$ cat src/hdl/mmio_config.svh
`ifndef MMIO_CONFIG_SVH
`define MMIO_CONFIG_SVH

// upper halfword of the GPIO register window
`define MMIO_GPIO_BASE 16'hF000

// upper halfword of the text cell window
`define MMIO_TEXT_BASE 16'hF001

// number of GPIO pins
`define GPIO_WIDTH 16

// text cells, one 32-bit word each
`define TEXT_DEPTH 256

`endif

$ cat src/hdl/mmioPkg.sv
package mmioPkg;

	typedef enum logic
	{
		opRead  = 1'b0,
		opWrite = 1'b1
	} mmioOp;

	typedef enum logic
	{
		stOk    = 1'b0,
		stFault = 1'b1
	} mmioStatus;

	typedef enum logic [1:0]
	{
		selGpio = 2'd0,
		selText = 2'd1,
		selNone = 2'd2
	} devSel;

	// request as seen on the router side
	typedef struct packed
	{
		logic [31:0] addr;
		mmioOp       op;
		logic [31:0] wdata;
	} mmioReq;

	typedef struct packed
	{
		logic [31:0] rdata;
		mmioStatus   status;
	} mmioResp;

	// decoded access, stage 1 output and device input
	typedef struct packed
	{
		logic        valid;
		devSel       sel;
		logic [15:0] offset;
		mmioOp       op;
		logic [31:0] wdata;
	} devAccess;

	// per-device result, stage 2 output
	typedef struct packed
	{
		logic        valid;
		logic [31:0] rdata;
		mmioStatus   status;
	} devResult;

endpackage

$ cat src/hdl/mmioRespMerge.sv
`timescale 1ns/1ps

module mmioRespMerge
(
	input  logic              clock,
	input  logic              rst,
	input  mmioPkg::devAccess access,
	input  mmioPkg::devResult gpioResult,
	input  mmioPkg::devResult textResult,
	input  logic              respReady,
	output logic              respValid,
	output mmioPkg::mmioResp  resp,
	output logic              advance
);

	logic noneValid;
	mmioPkg::mmioResp respNext;

	// pipeline moves when the output slot is free or being drained
	assign advance = !respValid || respReady;

	// unmapped marker, aligned with the device stage
	always_ff @(posedge clock)
	begin
		if (rst)
		begin
			noneValid <= 1'b0;
		end
		else if (advance)
		begin
			noneValid <= access.valid && (access.sel == mmioPkg::selNone);
		end
	end

	// at most one of the three sources is valid at a time
	always_comb
	begin
		respNext.rdata  = '0;
		respNext.status = mmioPkg::stFault;
		if (gpioResult.valid)
		begin
			respNext.rdata  = gpioResult.rdata;
			respNext.status = gpioResult.status;
		end
		else if (textResult.valid)
		begin
			respNext.rdata  = textResult.rdata;
			respNext.status = textResult.status;
		end
	end

	always_ff @(posedge clock)
	begin
		if (rst)
		begin
			respValid <= 1'b0;
		end
		else if (advance)
		begin
			respValid <= gpioResult.valid || textResult.valid || noneValid;
			resp      <= respNext;
		end
	end

endmodule

$ cat config.mk
export PLATFORM = sky130hd
export DESIGN_NAME = mmioRespMerge
export DESIGN_NICKNAME = d
export VERILOG_FILES = /design/src/hdl/mmio_config.svh /design/src/hdl/mmioPkg.sv /design/src/hdl/mmioRespMerge.sv
export SDC_FILE = /design/constraint.sdc
export NUM_CORES = 1
export LEC_CHECK = 0
export BUFFER_PORTS_ARGS = -buffer_cell sky130_fd_sc_hd__buf_4
export CORE_MARGIN = 2
export CORE_UTILIZATION = 30
export DETAILED_ROUTE_END_ITERATION = 6
export PLACE_DENSITY = 0.85
export SYNTH_ARGS = -nofsm -noshare
export SYNTH_HDL_FRONTEND = slang
export SYNTH_SLANG_ARGS = --single-unit
$ cat constraint.sdc
create_clock -name clock -period 2.3 [get_ports clock]
set_input_delay 0.115 -clock clock [delete_from_list [all_inputs] [get_ports clock]]
set_output_delay 0.115 -clock clock [all_outputs]
set_load 0.005 [all_outputs]
==> results.toml <==
[synthesis]
synthTopCellsByArea = "edfxtp_1 68%, a22o_1 19%, buf_6 3.8%"
ys_top_cells_by_count = "33 x edfxtp_1, 31 x a22o_1, 5 x buf_6, 3 x buf_2"
ys_seq_area_frac = 0.703
synth_edf_count = 33
synthCells = 89
yosys.area.top_type_share = 0.676
synth_area_sq_um = 1470
netlist-cell-type-count = 14
synthArstFlopShare = 0
yosysTopAreaCell = "edfxtp_1"
synth_nets = 212
ys.flop_type = "edfxtp_1"
ys_ff_latch = 35
syn_area_per_cell_sq_um = 16.5
yosysMostFrequentCell = "edfxtp_1"
yosys_warnings = 0

[clock_tree]
cts_buffers = 5
clockRootBuffer = "clkbuf_8"
post_cts_buffers = 0
cts_tree = "done"
cts.sinks = 35
cts_resized = 0
path_clk_slew_ps = 70
htreeDepth = 2
insertion_delay_ps = 280
cts_max_path_buffers = 2
postCtsHoldBufs = 0

[detailed_routing]
wl_per_cell_microns = 13.9
ant_nets = 0
drc = 0
avgViaCountPerCell = 4.58
drt_iter0_markers = 47
num_vias = 1215
routed_wl_microns = 3670
drt_pass1_iterations = 4

[timing]
min_period_ps = 1320
rsz0062_at_grt = "false"
finalSetupViolCount = 0
timing.fmax_mhz = 757
setup_tns_ps = 0
maxSlewViolCount = 0
hold_ws_ps = 38.5
hold_viol = 0
fin_crit_sh = 0.574
slew_headroom = 0.503
tightest_slew_ps = 743
finClkSkew_ps = 5.80

[global_routing]
grt_use_total = 0.134
grt_pass1_wl_microns = 5330
grt.overflow.total = 0
antenna_found_initial = 0
grt_max_degree = 37
first_global_vias = 1188

[floorplanning]
die_h_microns = 73.9
fp.dieW_microns = 73.9
row_count = 25
io_pins = 158
start_util = 0.310
die_area_sq_um = 5460
coreArea_sq_um = 4720

[worst_setup_path]
start_kind = "flip-flop"
crit_slowest_cell = "buf_4"
cp_data_required_time_ps = 2230
reg2reg_slack_ps = 980
worstPathCellList = "nor2b_1 -> nor2_4 -> buf_4"
crit_family = "buffers and inverters"
cp_max_fo = 33
end_kind = "flip-flop"
critical_path_class = "reg -> reg"
max_stage_delay_ps = 380
worstPathArrival_ps = 1250
critPathBufInv = 1

[placed_design]
hpwl_microns = 2750
io_buffers = 108
gp_congestion = 0.696

[layout]
final_core_util = 0.511
drive_gt1_frac = 0.596
final_nets = 320
area_growth_pct = 64.5
diodes = 0

[pwr]
power_per_cell_area_nw_per_um2 = 640
finalPower_mw = 1.54
leakage_nw = 1.07
ir_drop_uv = 346

[hold_path]
holdCritPathClass = "in -> reg"

[flow_run]
maxCapViolCount = 0

[run_status]
status = "finished clean"
[cells in the final DEF (no fill, tap or decap)]
cell,n
a21oi_1,2
nand4bb_1,2
edfxtp_1,33
nor2b_4,1
o21ai_1,2
nor2b_1,2
dfxtp_1,2
a22o_1,31
clkinv_1,1
bufinv_16,1
nand2_1,2
nor3_1,1
buf_4,109
inv_1,2
nor2_4,1
clkinv_2,1
clkbuf_8,5
[worst paths after layout]
| path | from | end | cells after the start |
|---|---|---|---|
| hold / removal | rst | respValid | 2 |
| setup / recovery | respValid | resp[18] | 3 |
| hold reg to reg | noneValid | noneValid | 2 |
| setup reg to reg | respValid | resp[18] | 3 |
[sequential cells by signal (all words and copies together) (netlist names)]
signal and count:
noneValid 1, resp 33, respValid 1
[cell type report]
class	count	area (sq um)
fill	418	2310
sequential	35	1030
timing repair buffer	109	818
multi-input combinational	44	364
tap	67	83.8
clock buffer	5	68.8
clock inverter	3	38.8
inverter	2	7.51
[kinds of logic (layout without fill, tap and decap cells)]
family / Yosys count / in the layout / share of synthesized area
buffers and inverters: 10 / 119 / 0.0538
flip-flops: 35 / 35 / 0.703
AO/OA/AOI/OAI: 35 / 35 / 0.199
AND/OR/NAND/NOR: 9 / 9 / 0.0444
[report_power, final]
part / total (mW) / switching (mW) / internal [mW]
Clock: 0.525 / 0.208 / 0.317
Sequential: 0.764 / 0.0116 / 0.752
Combinational: 0.255 / 0.0913 / 0.163
Total: 1.54 / 0.311 / 1.23
[metal layers]
| metal | global-route usage | vias to the layer above | wire length, microns |
|---|---|---|---|
| met5 | 0 | - | 0 |
| met2 | 0.229 | 66 | 1860 |
| met3 | 0.0562 | 4 | 292 |
| met4 | 0.0465 | 0 | 37 |
| met1 | 0.149 | 567 | 1480 |
| li1 | - | 578 | - |
[metrics by stage]
step / setup slack [ps] / cells / cell area, sq um
after floorplan: 15.2 / 89 / 1470
after global placement: 909 / 257 / 2300
after detailed placement: 829 / 257 / 2300
after CTS: 963 / 265 / 2410
after global routing: 913 / 265 / 2410
final: 979 / 265 / 2410
No activity file was read; power rests on OpenSTA's default activity.
