$ cat src/hdl/mmio_config.svh
`ifndef MMIO_CONFIG_SVH
`define MMIO_CONFIG_SVH

// upper halfword of the GPIO register window
`define MMIO_GPIO_BASE 16'hF000

// upper halfword of the text cell window
`define MMIO_TEXT_BASE 16'hF001

// number of GPIO pins
`define GPIO_WIDTH 16

// text cells, one 32-bit word each
`define TEXT_DEPTH 256

`endif

$ cat src/hdl/mmioPkg.sv
package mmioPkg;

	typedef enum logic
	{
		opRead  = 1'b0,
		opWrite = 1'b1
	} mmioOp;

	typedef enum logic
	{
		stOk    = 1'b0,
		stFault = 1'b1
	} mmioStatus;

	typedef enum logic [1:0]
	{
		selGpio = 2'd0,
		selText = 2'd1,
		selNone = 2'd2
	} devSel;

	// request as seen on the router side
	typedef struct packed
	{
		logic [31:0] addr;
		mmioOp       op;
		logic [31:0] wdata;
	} mmioReq;

	typedef struct packed
	{
		logic [31:0] rdata;
		mmioStatus   status;
	} mmioResp;

	// decoded access, stage 1 output and device input
	typedef struct packed
	{
		logic        valid;
		devSel       sel;
		logic [15:0] offset;
		mmioOp       op;
		logic [31:0] wdata;
	} devAccess;

	// per-device result, stage 2 output
	typedef struct packed
	{
		logic        valid;
		logic [31:0] rdata;
		mmioStatus   status;
	} devResult;

endpackage

$ cat src/hdl/mmioDecode.sv
`timescale 1ns/1ps

`include "mmio_config.svh"

module mmioDecode
(
	input  logic              clock,
	input  logic              rst,
	input  logic              advance,
	input  logic              reqValid,
	input  mmioPkg::mmioReq   req,
	output mmioPkg::devAccess access
);

	mmioPkg::devSel    selNext;
	mmioPkg::devAccess accessNext;

	// region compare on the upper address halfword
	always_comb
	begin
		if (req.addr[31:16] == `MMIO_GPIO_BASE)
		begin
			selNext = mmioPkg::selGpio;
		end
		else if (req.addr[31:16] == `MMIO_TEXT_BASE)
		begin
			selNext = mmioPkg::selText;
		end
		else
		begin
			selNext = mmioPkg::selNone;
		end
	end

	always_comb
	begin
		accessNext.valid  = reqValid;
		accessNext.sel    = selNext;
		// byte lanes are ignored, offsets are word aligned
		accessNext.offset = {req.addr[15:2], 2'b00};
		accessNext.op     = req.op;
		accessNext.wdata  = req.wdata;
	end

	always_ff @(posedge clock)
	begin
		if (rst)
		begin
			access.valid <= 1'b0;
		end
		else if (advance)
		begin
			access <= accessNext;
		end
	end

endmodule

$ cat config.mk
export PLATFORM = sky130hd
export DESIGN_NAME = mmioDecode
export DESIGN_NICKNAME = d
export VERILOG_FILES = /design/src/hdl/mmioPkg.sv /design/src/hdl/mmioDecode.sv
export VERILOG_INCLUDE_DIRS = /design/src /design/src/hdl
export SDC_FILE = /design/constraint.sdc
export NUM_CORES = 1
export LEC_CHECK = 0
export BUFFER_PORTS_ARGS = -buffer_cell sky130_fd_sc_hd__buf_2
export CORE_MARGIN = 4
export CORE_UTILIZATION = 30
export CTS_BUF_LIST = sky130_fd_sc_hd__clkbuf_16
export CTS_CLUSTER_DIAMETER = 200
export DETAILED_ROUTE_END_ITERATION = 8
export PLACE_DENSITY = 0.63
export SLEW_MARGIN = 20
export SYNTH_ARGS = -nofsm -noshare
export SYNTH_HDL_FRONTEND = slang
export SYNTH_SLANG_ARGS = --single-unit
$ cat constraint.sdc
create_clock -name clock -period 3.5 [get_ports clock]
set_input_delay 0.175 -clock clock [delete_from_list [all_inputs] [get_ports clock]]
set_output_delay 0.175 -clock clock [all_outputs]
set_load 0.01 [all_outputs]
==> reports/qor.csv <==
metric,value,unit
status,finished clean,
drive_above_1_share,66.8,%
clock_path_buffers,2,
synth_most_common_cell,edfxtp_1,
crit_path_end_kind,flip-flop,
synth_area_per_cell,25.4,um^2
routed_wirelength,3.55,mm
post_drt_via_cell_ratio,4.10,
layout_min_cycle_time,1330,ps
cts_buffers,5,
crit_chain,buf_2 > nor2b_4 > buf_4,
nNetsFinal,255,
grt_max_degree,29,
die_y,81.0,um
netlist.area_leader.share,92.1,%
p_comb_share,8.8,%
worst_pin_slew,619,ps
core-area,5140,um^2
portBuffers,116,
reg_top3,access (50),
ant_nets,0,
largest_register_ff_count,50,
setup_viol_count_final,0,
power_leakage,1.03,nW
path_clk_slew,60,ps
cp-start-kind,input pin,
cts_tree,built,
gp_congestion,0.663,
synth_area,1600,um^2
p_total,0.00126,W
insertion_delay,280,ps
r2r_start,access[51]$_SDFFE_PP0P_,
rows,26,
synthDistinctLibCells,13,
largest-register,access,
cts_setup_buffers,0,
post_cts_resized,0,
seq_area,1490,um^2
dp_slack,1840,ps
grt_util_all_layers,10.6,%
relSlewSlack,58.6,%
crit_path_max_incr_delay,540,ps
sw_frac_of_total,19.8,%
rsz0062_at_grt,no,
path_buf_inv,2,
clock-sinks,50,
die_w,81.0,um
antenna_found_initial,1,
path_class,input pin to flip-flop,
finalHoldViolCount,0,
vias,1057,
io_pins,121,
peakVddDrop,0.274,mV
grt_pass1_wl,4.97,mm
arrival,1270,ps
clockRootBuffer,clkbuf_16,
initial_core_util,31.1,%
max_freq,753,MHz
cap_violations,0,
synthToLayoutAreaGrowth,50.7,%
required,3440,ps
synth.area.top_cells,"edfxtp_1, nor4_2, dfxtp_1",
multi_input_area,103,um^2
critical_path.top_delay_family,buffers and inverters,
post-route-period-util,38.0,%
wl_per_cell,13.8,um
cp-startpoint,advance,
grt_pass1_vias,1096,
p_int,0.00101,W
initialDrtViolationCount,28,
cp_max_fo,28,
hold_path.startpoint,req[26],
p_per_area,524,nW/um^2
asyncSetResetFlopFracSynth,0,%
ys_warn_count,0,
setup_tns,0,ps
setup_ws,2170,ps
synth-seq-cells,50,
cts_htree_levels,2,
drcViolationCount,0,
die-area,6560,um^2
synth_cells,63,
fillers,491,
seq_area_frac_synth,93.3,%
synth_common_cells,"edfxtp_1, buf_4, nor4_2",
slowest_stage,nor2b_4,
synth_top_area_cell,edfxtp_1,
final.setup_skew,0,ps
synth_ff_type,edfxtp_1,
worstHoldPathType,input pin to flip-flop,
dp_hpwl,2.90,mm
cts.hold.buffers_added,0,
dr.pass1.iters,4,
seqPwrFrac,56.3,%
synth-edff-count,49,
clkPwrFrac,34.9,%
p_sw,0.000249,W
grt-ovfl-total,0,
slew_violations,0,
-- kinds of logic after synthesis --
kind of cell,synth area share (%)
other,0.235
and+or+nand+nor,4.86
buffers and inverters,0.939
DFF,93.3
muxes,0.626
-- cells in the final DEF (no fill, tap or decap) --
cell type,n
nor2b_4,1
clkbuf_16,5
mux2i_1,1
and4b_1,1
clkinv_1,3
nand4_1,1
buf_2,116
nor3b_1,1
buf_4,1
diode_2,1
and4_1,1
nor4bb_1,1
nor2_1,1
conb_1,2
dfxtp_1,1
edfxtp_1,49
nor4_2,2
-- path summary, 6_finish.rpt --
kind | end | slack, ps | depth (start not counted)
setup reg to reg | access[51]$_SDFFE_PP0P_ | 2910 | 2
hold reg to reg | access[51]$_SDFFE_PP0P_ | 510 | 2
hold / removal | access[26]$_DFFE_PP_ | 70 | 1
setup / recovery | access[37]$_DFFE_PP_ | 2170 | 3
-- layout make-up --
class	instances	area share, %
Sequential cell	50	61.9
Timing Repair Buffer	117	24.4
Clock buffer	5	5.19
Multi-Input combinational cell	12	4.26
Tap cell	70	3.64
Clock inverter	3	0.468
Antenna cell	1	0.104
-- layer usage --
| metal | part of all wire [%] | track usage [%] |
|---|---|---|
| met1 | 33 | 10.6 |
| met2 | 51 | 18.0 |
| met3 | 15 | 5.54 |
| met4 | 0.96 | 5.07 |
| met5 | 0.37 | 0 |
-- power by group through the flow --
stage | Combinational (W) | Clock, W | Sequential [W]
global route | 0.000122 | 0.000479 | 0.000713
finish | 0.000111 | 0.000440 | 0.000710
CTS | 0.000114 | 0.000458 | 0.000710
floorplan | 0.0000137 | 0 | 0.000748
global placement | 0.000112 | 0 | 0.000722
detailed placement | 0.000114 | 0 | 0.000723
-- per-stage QoR --
step	hold WS, ps	cell area [um^2]	std cells	utilization, %
6_report	66.5	2410	258	46.9
5_1_grt	53.6	2410	257	46.8
4_1_cts	59.1	2410	257	46.8
3_5_place_dp	353	2270	249	44.2
3_3_place_gp	352	2270	249	44.2
2_1_floorplan	247	1600	64	-
No activity file was read; power rests on OpenSTA's default activity.
