==> config.mk <==
export PLATFORM = sky130hd
export DESIGN_NAME = gpioRegs
export DESIGN_NICKNAME = d
export VERILOG_FILES = /design/src/hdl/mmioPkg.sv /design/src/hdl/gpioRegs.sv
export VERILOG_INCLUDE_DIRS = /design/src /design/src/hdl
export SDC_FILE = /design/constraint.sdc
export NUM_CORES = 1
export LEC_CHECK = 0
export ABC_AREA = 0
export BUFFER_PORTS_ARGS = -buffer_cell sky130_fd_sc_hd__buf_2
export CORE_ASPECT_RATIO = 1.5
export CORE_MARGIN = 8
export CORE_UTILIZATION = 45
export DETAILED_ROUTE_END_ITERATION = 8
export GPL_ROUTABILITY_DRIVEN = 0
export PLACE_DENSITY = 0.8
export SLEW_MARGIN = 20
export SYNTH_ARGS = -nofsm -noshare
export SYNTH_HDL_FRONTEND = slang
export SYNTH_SLANG_ARGS = --single-unit
==> constraint.sdc <==
create_clock -name clock -period 2.25 [get_ports clock]
set_input_delay 0.3375 -clock clock [delete_from_list [all_inputs] [get_ports clock]]
set_output_delay 0.3375 -clock clock [all_outputs]
set_load 0.05 [all_outputs]
==> src/hdl/mmio_config.svh <==
`ifndef MMIO_CONFIG_SVH
`define MMIO_CONFIG_SVH

// upper halfword of the GPIO register window
`define MMIO_GPIO_BASE 16'hF000

// upper halfword of the text cell window
`define MMIO_TEXT_BASE 16'hF001

// number of GPIO pins
`define GPIO_WIDTH 16

// text cells, one 32-bit word each
`define TEXT_DEPTH 256

`endif

==> src/hdl/mmioPkg.sv <==
package mmioPkg;

	typedef enum logic
	{
		opRead  = 1'b0,
		opWrite = 1'b1
	} mmioOp;

	typedef enum logic
	{
		stOk    = 1'b0,
		stFault = 1'b1
	} mmioStatus;

	typedef enum logic [1:0]
	{
		selGpio = 2'd0,
		selText = 2'd1,
		selNone = 2'd2
	} devSel;

	// request as seen on the router side
	typedef struct packed
	{
		logic [31:0] addr;
		mmioOp       op;
		logic [31:0] wdata;
	} mmioReq;

	typedef struct packed
	{
		logic [31:0] rdata;
		mmioStatus   status;
	} mmioResp;

	// decoded access, stage 1 output and device input
	typedef struct packed
	{
		logic        valid;
		devSel       sel;
		logic [15:0] offset;
		mmioOp       op;
		logic [31:0] wdata;
	} devAccess;

	// per-device result, stage 2 output
	typedef struct packed
	{
		logic        valid;
		logic [31:0] rdata;
		mmioStatus   status;
	} devResult;

endpackage

==> src/hdl/gpioRegs.sv <==
`timescale 1ns/1ps

`include "mmio_config.svh"

module gpioRegs
(
	input  logic                   clock,
	input  logic                   rst,
	input  logic                   advance,
	input  mmioPkg::devAccess      access,
	input  logic [`GPIO_WIDTH-1:0] gpioIn,
	output logic [`GPIO_WIDTH-1:0] gpioOut,
	output logic [`GPIO_WIDTH-1:0] gpioDir,
	output mmioPkg::devResult      result
);

	logic hit;
	logic isWrite;
	logic fault;
	logic [31:0] readData;

	assign hit     = access.valid && (access.sel == mmioPkg::selGpio);
	assign isWrite = (access.op == mmioPkg::opWrite);

	// register map: 0 out, 4 dir, 8 input pins (read only)
	always_comb
	begin
		fault    = 1'b0;
		readData = '0;
		case (access.offset)
			16'h0000: readData = 32'(gpioOut);
			16'h0004: readData = 32'(gpioDir);
			16'h0008:
			begin
				readData = 32'(gpioIn);
				fault    = isWrite;
			end
			default:  fault = 1'b1;
		endcase
		// writes and faults return zero data
		if (isWrite || fault)
		begin
			readData = '0;
		end
	end

	always_ff @(posedge clock)
	begin
		if (rst)
		begin
			gpioOut      <= '0;
			gpioDir      <= '0;
			result.valid <= 1'b0;
		end
		else if (advance)
		begin
			result.valid  <= hit;
			result.rdata  <= readData;
			result.status <= fault ? mmioPkg::stFault : mmioPkg::stOk;
			if (hit && isWrite && !fault && access.offset == 16'h0000)
			begin
				gpioOut <= access.wdata[`GPIO_WIDTH-1:0];
			end
			if (hit && isWrite && !fault && access.offset == 16'h0004)
			begin
				gpioDir <= access.wdata[`GPIO_WIDTH-1:0];
			end
		end
	end

endmodule

==> impl_metrics.csv, run 1 <==
group,metric,value,unit
sta,tightest_slew,548.8,ps
global_routing,grt_overflow,0,
worst_hold_path,hold_start,"access[5]",
job,maxCapViolations,0,
placement,port_buffers,104,
final_layout,fin_nets,430,
logic_synthesis,synth_seq_cells,50,
global_routing,grt_first_pass_wirelength,11.59,mm
cts,ctsResizeCount,0,
cts,clock_latency,300,ps
setup_path,cp_slowest_cell,"or4_1",
power,seqPwrFrac,54.6,%
power,leakage,1.377,nW
setup_path,cp_top_family,"simple AND/OR/NAND/NOR gates",
setup_path,required,2400,ps
global_routing,antenna_found_initial,1,
detailed_routing,firstDrtPassIters,5,
final_layout,num-fill-cells,537,
power,switching_share,28.48,%
placement,post_dp_cell_area,3134,um2
floorplanning,die_y,109.3,um
logic_synthesis,synth_common_cells,"33 x dfxtp_1, 32 x nand2b_1, 19 x nor2_1",
floorplanning,start_util,45.83,%
detailed_routing,wl_per_cell,16.99,um
setup_path,startpoint,"access[42]",
power,power.share.clock,30.1,%
logic_synthesis,syn_inst,259,
logic_synthesis,ys_types,29,
placement,post-place-ws,171.0,ps
logic_synthesis,yosysTopAreaCellShare,25.29,%
floorplanning,coreArea,5700,um2
detailed_routing,dr_total_vias,2285,
final_layout,area_delta_synth_final,23.52,%
sta,whs,288.8,ps
setup_path,cp-start-kind,"input port",
sta,fin_crit_sh,78.53,%
floorplanning,ios,137,
placement,dp.cells,424,
cts,numCtsBuffers,5,
sta,period_minus_slack,1767,ps
floorplanning,dieArea,8550,um2
sta,rsz0062_at_grt,"no",
setup_path,crit_type,"input port to register",
outcome,status,"finished clean",
global_routing,grt_use_total,16.64,%
sta,setup_viol,0,
power,vdd_ir_drop_max,332.0,uV
cts,clockRootBuffer,"clkbuf_8",
detailed_routing,initialDrtViolationCount,135,
detailed_routing,drc,0,
setup_path,cp_num_buf_inv,3,
final_layout,fin_util,56.61,%
sta,drv_slew,0,
power,power_switching,0.4956,mW
worst_hold_path,hold_class,"input port to register",
sta,maxSlewHeadroom,63.41,%
power,p_int,1.245,mW
placement,hpwlAfterDp,5.491,mm
logic_synthesis,synth.most_common_cell,"dfxtp_1",
sta,setup_slack,483.1,ps
power,combPwrFrac,15.4,%
setup_path,crit_path_frequent_cell,"buf_4",
final_layout,layout-drive-gt1-share,40.28,%
global_routing,grt_pass1_vias,2405,
final_layout,final_cell_area,3227,um2
cts,hold_buffers,0,
floorplanning,die_x,78.21,um
logic_synthesis,synth-seq-area-share,44.83,%
floorplanning,core.rowCount,34,
setup_path,critPathMaxFanout,15,
sta,fin_skew,10.64,ps
sta,setup_tns,0,ps
cts,post_cts.repair.setup_buffers,0,
logic_synthesis,syn-mean-instance-area,10.09,um2
detailed_routing,routed_wl,7.357,mm
setup_path,r2r_start,"gpioOut[3]",
setup_path,arrival,1920,ps
power,power_density,539.4,nW/um2
cts,clk_pin_slew_worst_paths,100,ps
detailed_routing,viasPerCell,5.277,
cts,cts.sinks,50,
logic_synthesis,synth_warnings,0,
logic_synthesis,synth_edf_count,17,
final_layout,finalNonFillerCells,433,
global_routing,grt_start_max_net_pins,50,
sta,timing.fmax,566.0,MHz
detailed_routing,ant_nets,0,
logic_synthesis,synth_top_cell_by_area,"dfxtp_1",
sta,hold_viol,0,
cts,h-tree-depth,2,
setup_path,critPathMaxStageDelay,630,ps
logic_synthesis,synthFlopType,"dfxtp_1",
logic_synthesis,synth_area_leaders,"dfxtp_1 25%, edfxtp_1 20%, nand2b_1 7.7%",
logic_synthesis,syn-cell-area,2613,um2
cts,tritoncts,"yes",
logic_synthesis,async_flop_share,0,%
setup_path,cp_cell_sequence,"buf_2 -> or4_1 -> buf_4 -> nor4_4 -> buf_4 -> a32oi_1 -> nor2_1",
cts,clk_path_buf_depth,2,
setup_path,endpoint_kind,"register",
power,p_total,1.740,mW
[per-layer routing]
| metal | GRT usage (%) | vias up | part of all wire [%] |
|---|---|---|---|
| met5 | 0 | - | 0 |
| met4 | 9.043 | 0 | 1.7 |
| met3 | 4.501 | 9 | 7.6 |
| met2 | 29.11 | 106 | 52 |
| met1 | 17.82 | 1063 | 39 |
| li1 | - | 1107 | - |
[area by class of cell]
| class | count | area (um2) | share of cell area, % |
|---|---|---|---|
| Tap cell | 72 | 90.09 | 2.792 |
| Timing Repair Buffer | 115 | 603.1 | 18.69 |
| Multi-Input combinational cell | 185 | 1262 | 39.12 |
| Antenna cell | 1 | 2.502 | 0.07755 |
| Sequential cell | 50 | 1171 | 36.29 |
| Inverter | 2 | 7.507 | 0.2326 |
| Clock buffer | 5 | 68.82 | 2.133 |
| Clock inverter | 3 | 21.27 | 0.6592 |
[power groups by stage]
stage	registers (mW)	logic, mW	clock network, mW
floorplan	1.03	0.146	0
global placement	0.971	0.264	0
detailed placement	0.971	0.267	0
CTS	0.950	0.268	0.537
global route	0.952	0.284	0.565
finish	0.950	0.268	0.523
[cell families after synthesis]
logic type	synth area share (%)
buffers and inverters	9.004
AO/OA/AOI/OAI	11.88
multiplexers	13.41
flip-flops	44.83
other	0.1435
AND/OR/NAND/NOR	20.74
[registers in the layout, indices dropped and copies added (netlist names)]
| register | count |
|---|---|
| result | 18 |
| gpioOut | 16 |
| gpioDir | 16 |
[tightest hold or removal path: cells and delay by family]
| kind | cells | cell delay, ps |
|---|---|---|
| buffers and inverters | 1 | 110 |
| and+or+nand+nor | 1 | 60 |
| muxes | 1 | 50 |
[worst paths after layout]
| check | endpoint | slack (ps) | cells past startpoint |
|---|---|---|---|
| hold / removal | gpioOut[5] | 290 | 3 |
| setup reg to reg | result[4] | 1140 | 3 |
| hold reg to reg | result[33] | 500 | 2 |
| setup / recovery | result[4] | 480 | 7 |
[layout by cell type (no fill, tap or decap)]
cell / netlist / layout
nor2_1: 19 / 19
or4_4: 2 / 2
o21ai_1: 16 / 16
nor2b_1: 1 / 1
buf_4: 16 / 11
mux2i_1: 17 / 17
a21oi_1: 17 / 17
or4_1: 2 / 2
diode_2: 0 / 1
inv_1: 2 / 2
clkinvlp_4: 0 / 1
conb_1: 1 / 16
clkinv_4: 0 / 1
nand3_1: 18 / 18
a32oi_1: 16 / 16
nand4_1: 2 / 2
clkbuf_8: 0 / 5
nand2b_1: 32 / 32
nor4_4: 3 / 3
or3_1: 1 / 1
nor4_1: 1 / 1
buf_2: 5 / 104
and4_1: 2 / 2
o21ai_0: 1 / 1
mux2_2: 16 / 16
edfxtp_1: 17 / 17
nor3_4: 1 / 1
and2_1: 1 / 1
nor3b_1: 1 / 1
dfxtp_1: 33 / 33
clkinv_2: 0 / 1
(Power assumes the default switching activity.)
==> run 2, diff against run 1 <==
ABC_AREA = 1   (was 0)
PLACE_DENSITY = 0.81   (was 0.8)
clock period = 1.8 ns   (was 2.25 ns; I/O delays follow)
==> run 2 against run 1 <==
Against the previous run:
- cell count increased by 22%
- worst setup slack got worse by 150 ps
- synthesized cell count increased by 34%
- critical path type unchanged
==> impl_metrics.csv, run 2 <==
group,metric,value,unit
floorplanning,die_y,107.8,um
final_layout,final_common_cell,"buf_2",
logic_synthesis,synth-seq-area-share,46.36,%
logic_synthesis,async_flop_share,0,%
cts,ctsResizeCount,0,
detailed_routing,drc,0,
final_layout,largest_reg_flops,18,
cts,post_cts.repair.setup_buffers,0,
setup_path,startpoint,"access[48]",
cts,clockRootBuffer,"clkbuf_8",
sta,fin_skew,6.832,ps
global_routing,grt_start_max_net_pins,33,
logic_synthesis,yosysTopAreaCellShare,26.15,%
detailed_routing,ant_nets,0,
floorplanning,start_util,46.35,%
placement,post_dp_cell_area,3133,um2
final_layout,final_cell_area,3219,um2
cts,clk_pin_slew_worst_paths,100,ps
detailed_routing,initialDrtViolationCount,235,
sta,period_minus_slack,1470,ps
logic_synthesis,synth_seq_cells,50,
setup_path,required,2040,ps
logic_synthesis,synth_area_leaders,"dfxtp_1 26%, edfxtp_1 20%, nor2_1 14%",
cts,h-tree-depth,2,
logic_synthesis,syn_inst,347,
logic_synthesis,synth_warnings,0,
setup_path,critPathMaxFanout,18,
final_layout,fin_nets,529,
setup_path,arrival,1710,ps
placement,port_buffers,104,
detailed_routing,viasPerCell,4.750,
floorplanning,coreArea,5450,um2
power,p_total,2.082,mW
logic_synthesis,synth.most_common_cell,"nor2_1",
final_layout,top_register,"result",
floorplanning,core.rowCount,33,
cts,cts.sinks,50,
outcome,status,"finished clean",
final_layout,most-common-layout-cells,"104 x buf_2, 93 x nor2_1, 73 x nand2_1",
global_routing,grt_use_total,17.44,%
detailed_routing,routed_wl,7.333,mm
detailed_routing,dr_total_vias,2513,
power,leakage,1.702,nW
sta,drv_slew,0,
floorplanning,die_x,77.18,um
global_routing,grt_pass1_vias,2583,
final_layout,num-fill-cells,531,
cts,tritoncts,"yes",
logic_synthesis,synth_top_cell_by_area,"dfxtp_1",
cts,numCtsBuffers,5,
sta,timing.fmax,680.1,MHz
worst_hold_path,hold_start,"advance",
logic_synthesis,synthFlopType,"dfxtp_1",
final_layout,fin_util,59.07,%
detailed_routing,firstDrtPassIters,4,
sta,rsz0062_at_grt,"no",
logic_synthesis,syn-cell-area,2526,um2
detailed_routing,wl_per_cell,13.86,um
logic_synthesis,synth_edf_count,17,
power,vdd_ir_drop_max,460.8,uV
logic_synthesis,syn-mean-instance-area,7.280,um2
floorplanning,dieArea,8317,um2
global_routing,grt_first_pass_wirelength,11.76,mm
worst_hold_path,hold_class,"input port to register",
final_layout,layout-drive-gt1-share,29.85,%
setup_path,cp-start-kind,"input port",
cts,clk_path_buf_depth,2,
final_layout,area_delta_synth_final,27.44,%
placement,hpwlAfterDp,5.542,mm
final_layout,reg.largest.list,"result x18, gpioDir x16, gpioOut x16",
sta,fin_crit_sh,81.69,%
setup_path,r2r_start,"gpioDir[14]",
power,power_density,646.7,nW/um2
global_routing,antenna_found_initial,0,
setup_path,endpoint_kind,"register",
job,maxCapViolations,0,
setup_path,crit_type,"input port to register",
floorplanning,ios,137,
sta,setup_tns,0,ps
sta,setup_viol,0,
logic_synthesis,ys_types,18,
sta,hold_viol,0,
global_routing,grt_overflow,0,
final_layout,num_antenna_cells,0,
logic_synthesis,synth_common_cells,"94 x nor2_1, 73 x nand2_1, 37 x inv_1",
cts,hold_buffers,0,
cts,clock_latency,300,ps
run 2: changes by cell type after synthesis, sizes merged, moves of 2 or more:
cell,before,now
mux2,16,0
inv,2,37
or4,4,0
nor4,4,0
a32oi,16,0
buf,26,30
nor2,19,98
nand2b,32,0
mux2i,17,0
nand2,0,75
and4,2,0
clkbuf,11,1
run 2: worst max-delay path, stage by stage:
cell,delay [ps]
buf_2,100
nor2_1,90
nand2_1,70
nor2_2,180
buf_4,210
nand2_2,90
nand3_2,150
nand4_4,140
buf_12,200
nand2_1,60
nand2_1,50
nor2_1,110
run 2: path summary, 6_finish.rpt:
| path | end | slack [ps] | cells after the start |
|---|---|---|---|
| setup reg to reg | result[15] | 890 | 4 |
| hold reg to reg | gpioOut[12] | 540 | 4 |
| setup / recovery | gpioDir[7] | 330 | 12 |
| hold / removal | result[33] | 180 | 2 |
run 2: report_power, final:
part | switching (mW) | total [mW] | internal (mW)
Sequential | 0.00293 | 1.18 | 1.17
Combinational | 0.181 | 0.242 | 0.0615
Clock | 0.385 | 0.663 | 0.278
run 2: area by class of cell:
type / instances / area, um2 / share of cell area, %
flip-flops and latches: 50 / 1171 / 36.38
multi-input cells: 244 / 1045 / 32.45
repair buffers: 120 / 690.7 / 21.45
inverters: 37 / 138.9 / 4.314
well taps: 70 / 87.58 / 2.721
clock buffers: 6 / 72.57 / 2.254
clock inverters: 2 / 13.76 / 0.4275
run 2: metal layers:
metal	part of all wire (%)	track usage, %
met1	37	17.23
met2	52	31.24
met3	7.5	5.769
met4	3.2	9.756
met5	0	0
run 2: logic make-up after synthesis:
group | synth area share (%)
AND/OR/NAND/NOR | 32.14
buffers and inverters | 14.61
other | 0.1484
flip-flops | 46.36
AO/OA/AOI/OAI | 6.736
run 2: stage by stage:
stage               setup slack (ps)  hold slack (ps)  instances
finish                         329.6            177.5        529
global route                   227.7            183.3        529
CTS                            344.0            163.0        529
detailed placement             16.88            491.4        521
global placement               43.06            479.1        521
floorplan                      342.1            363.5        362
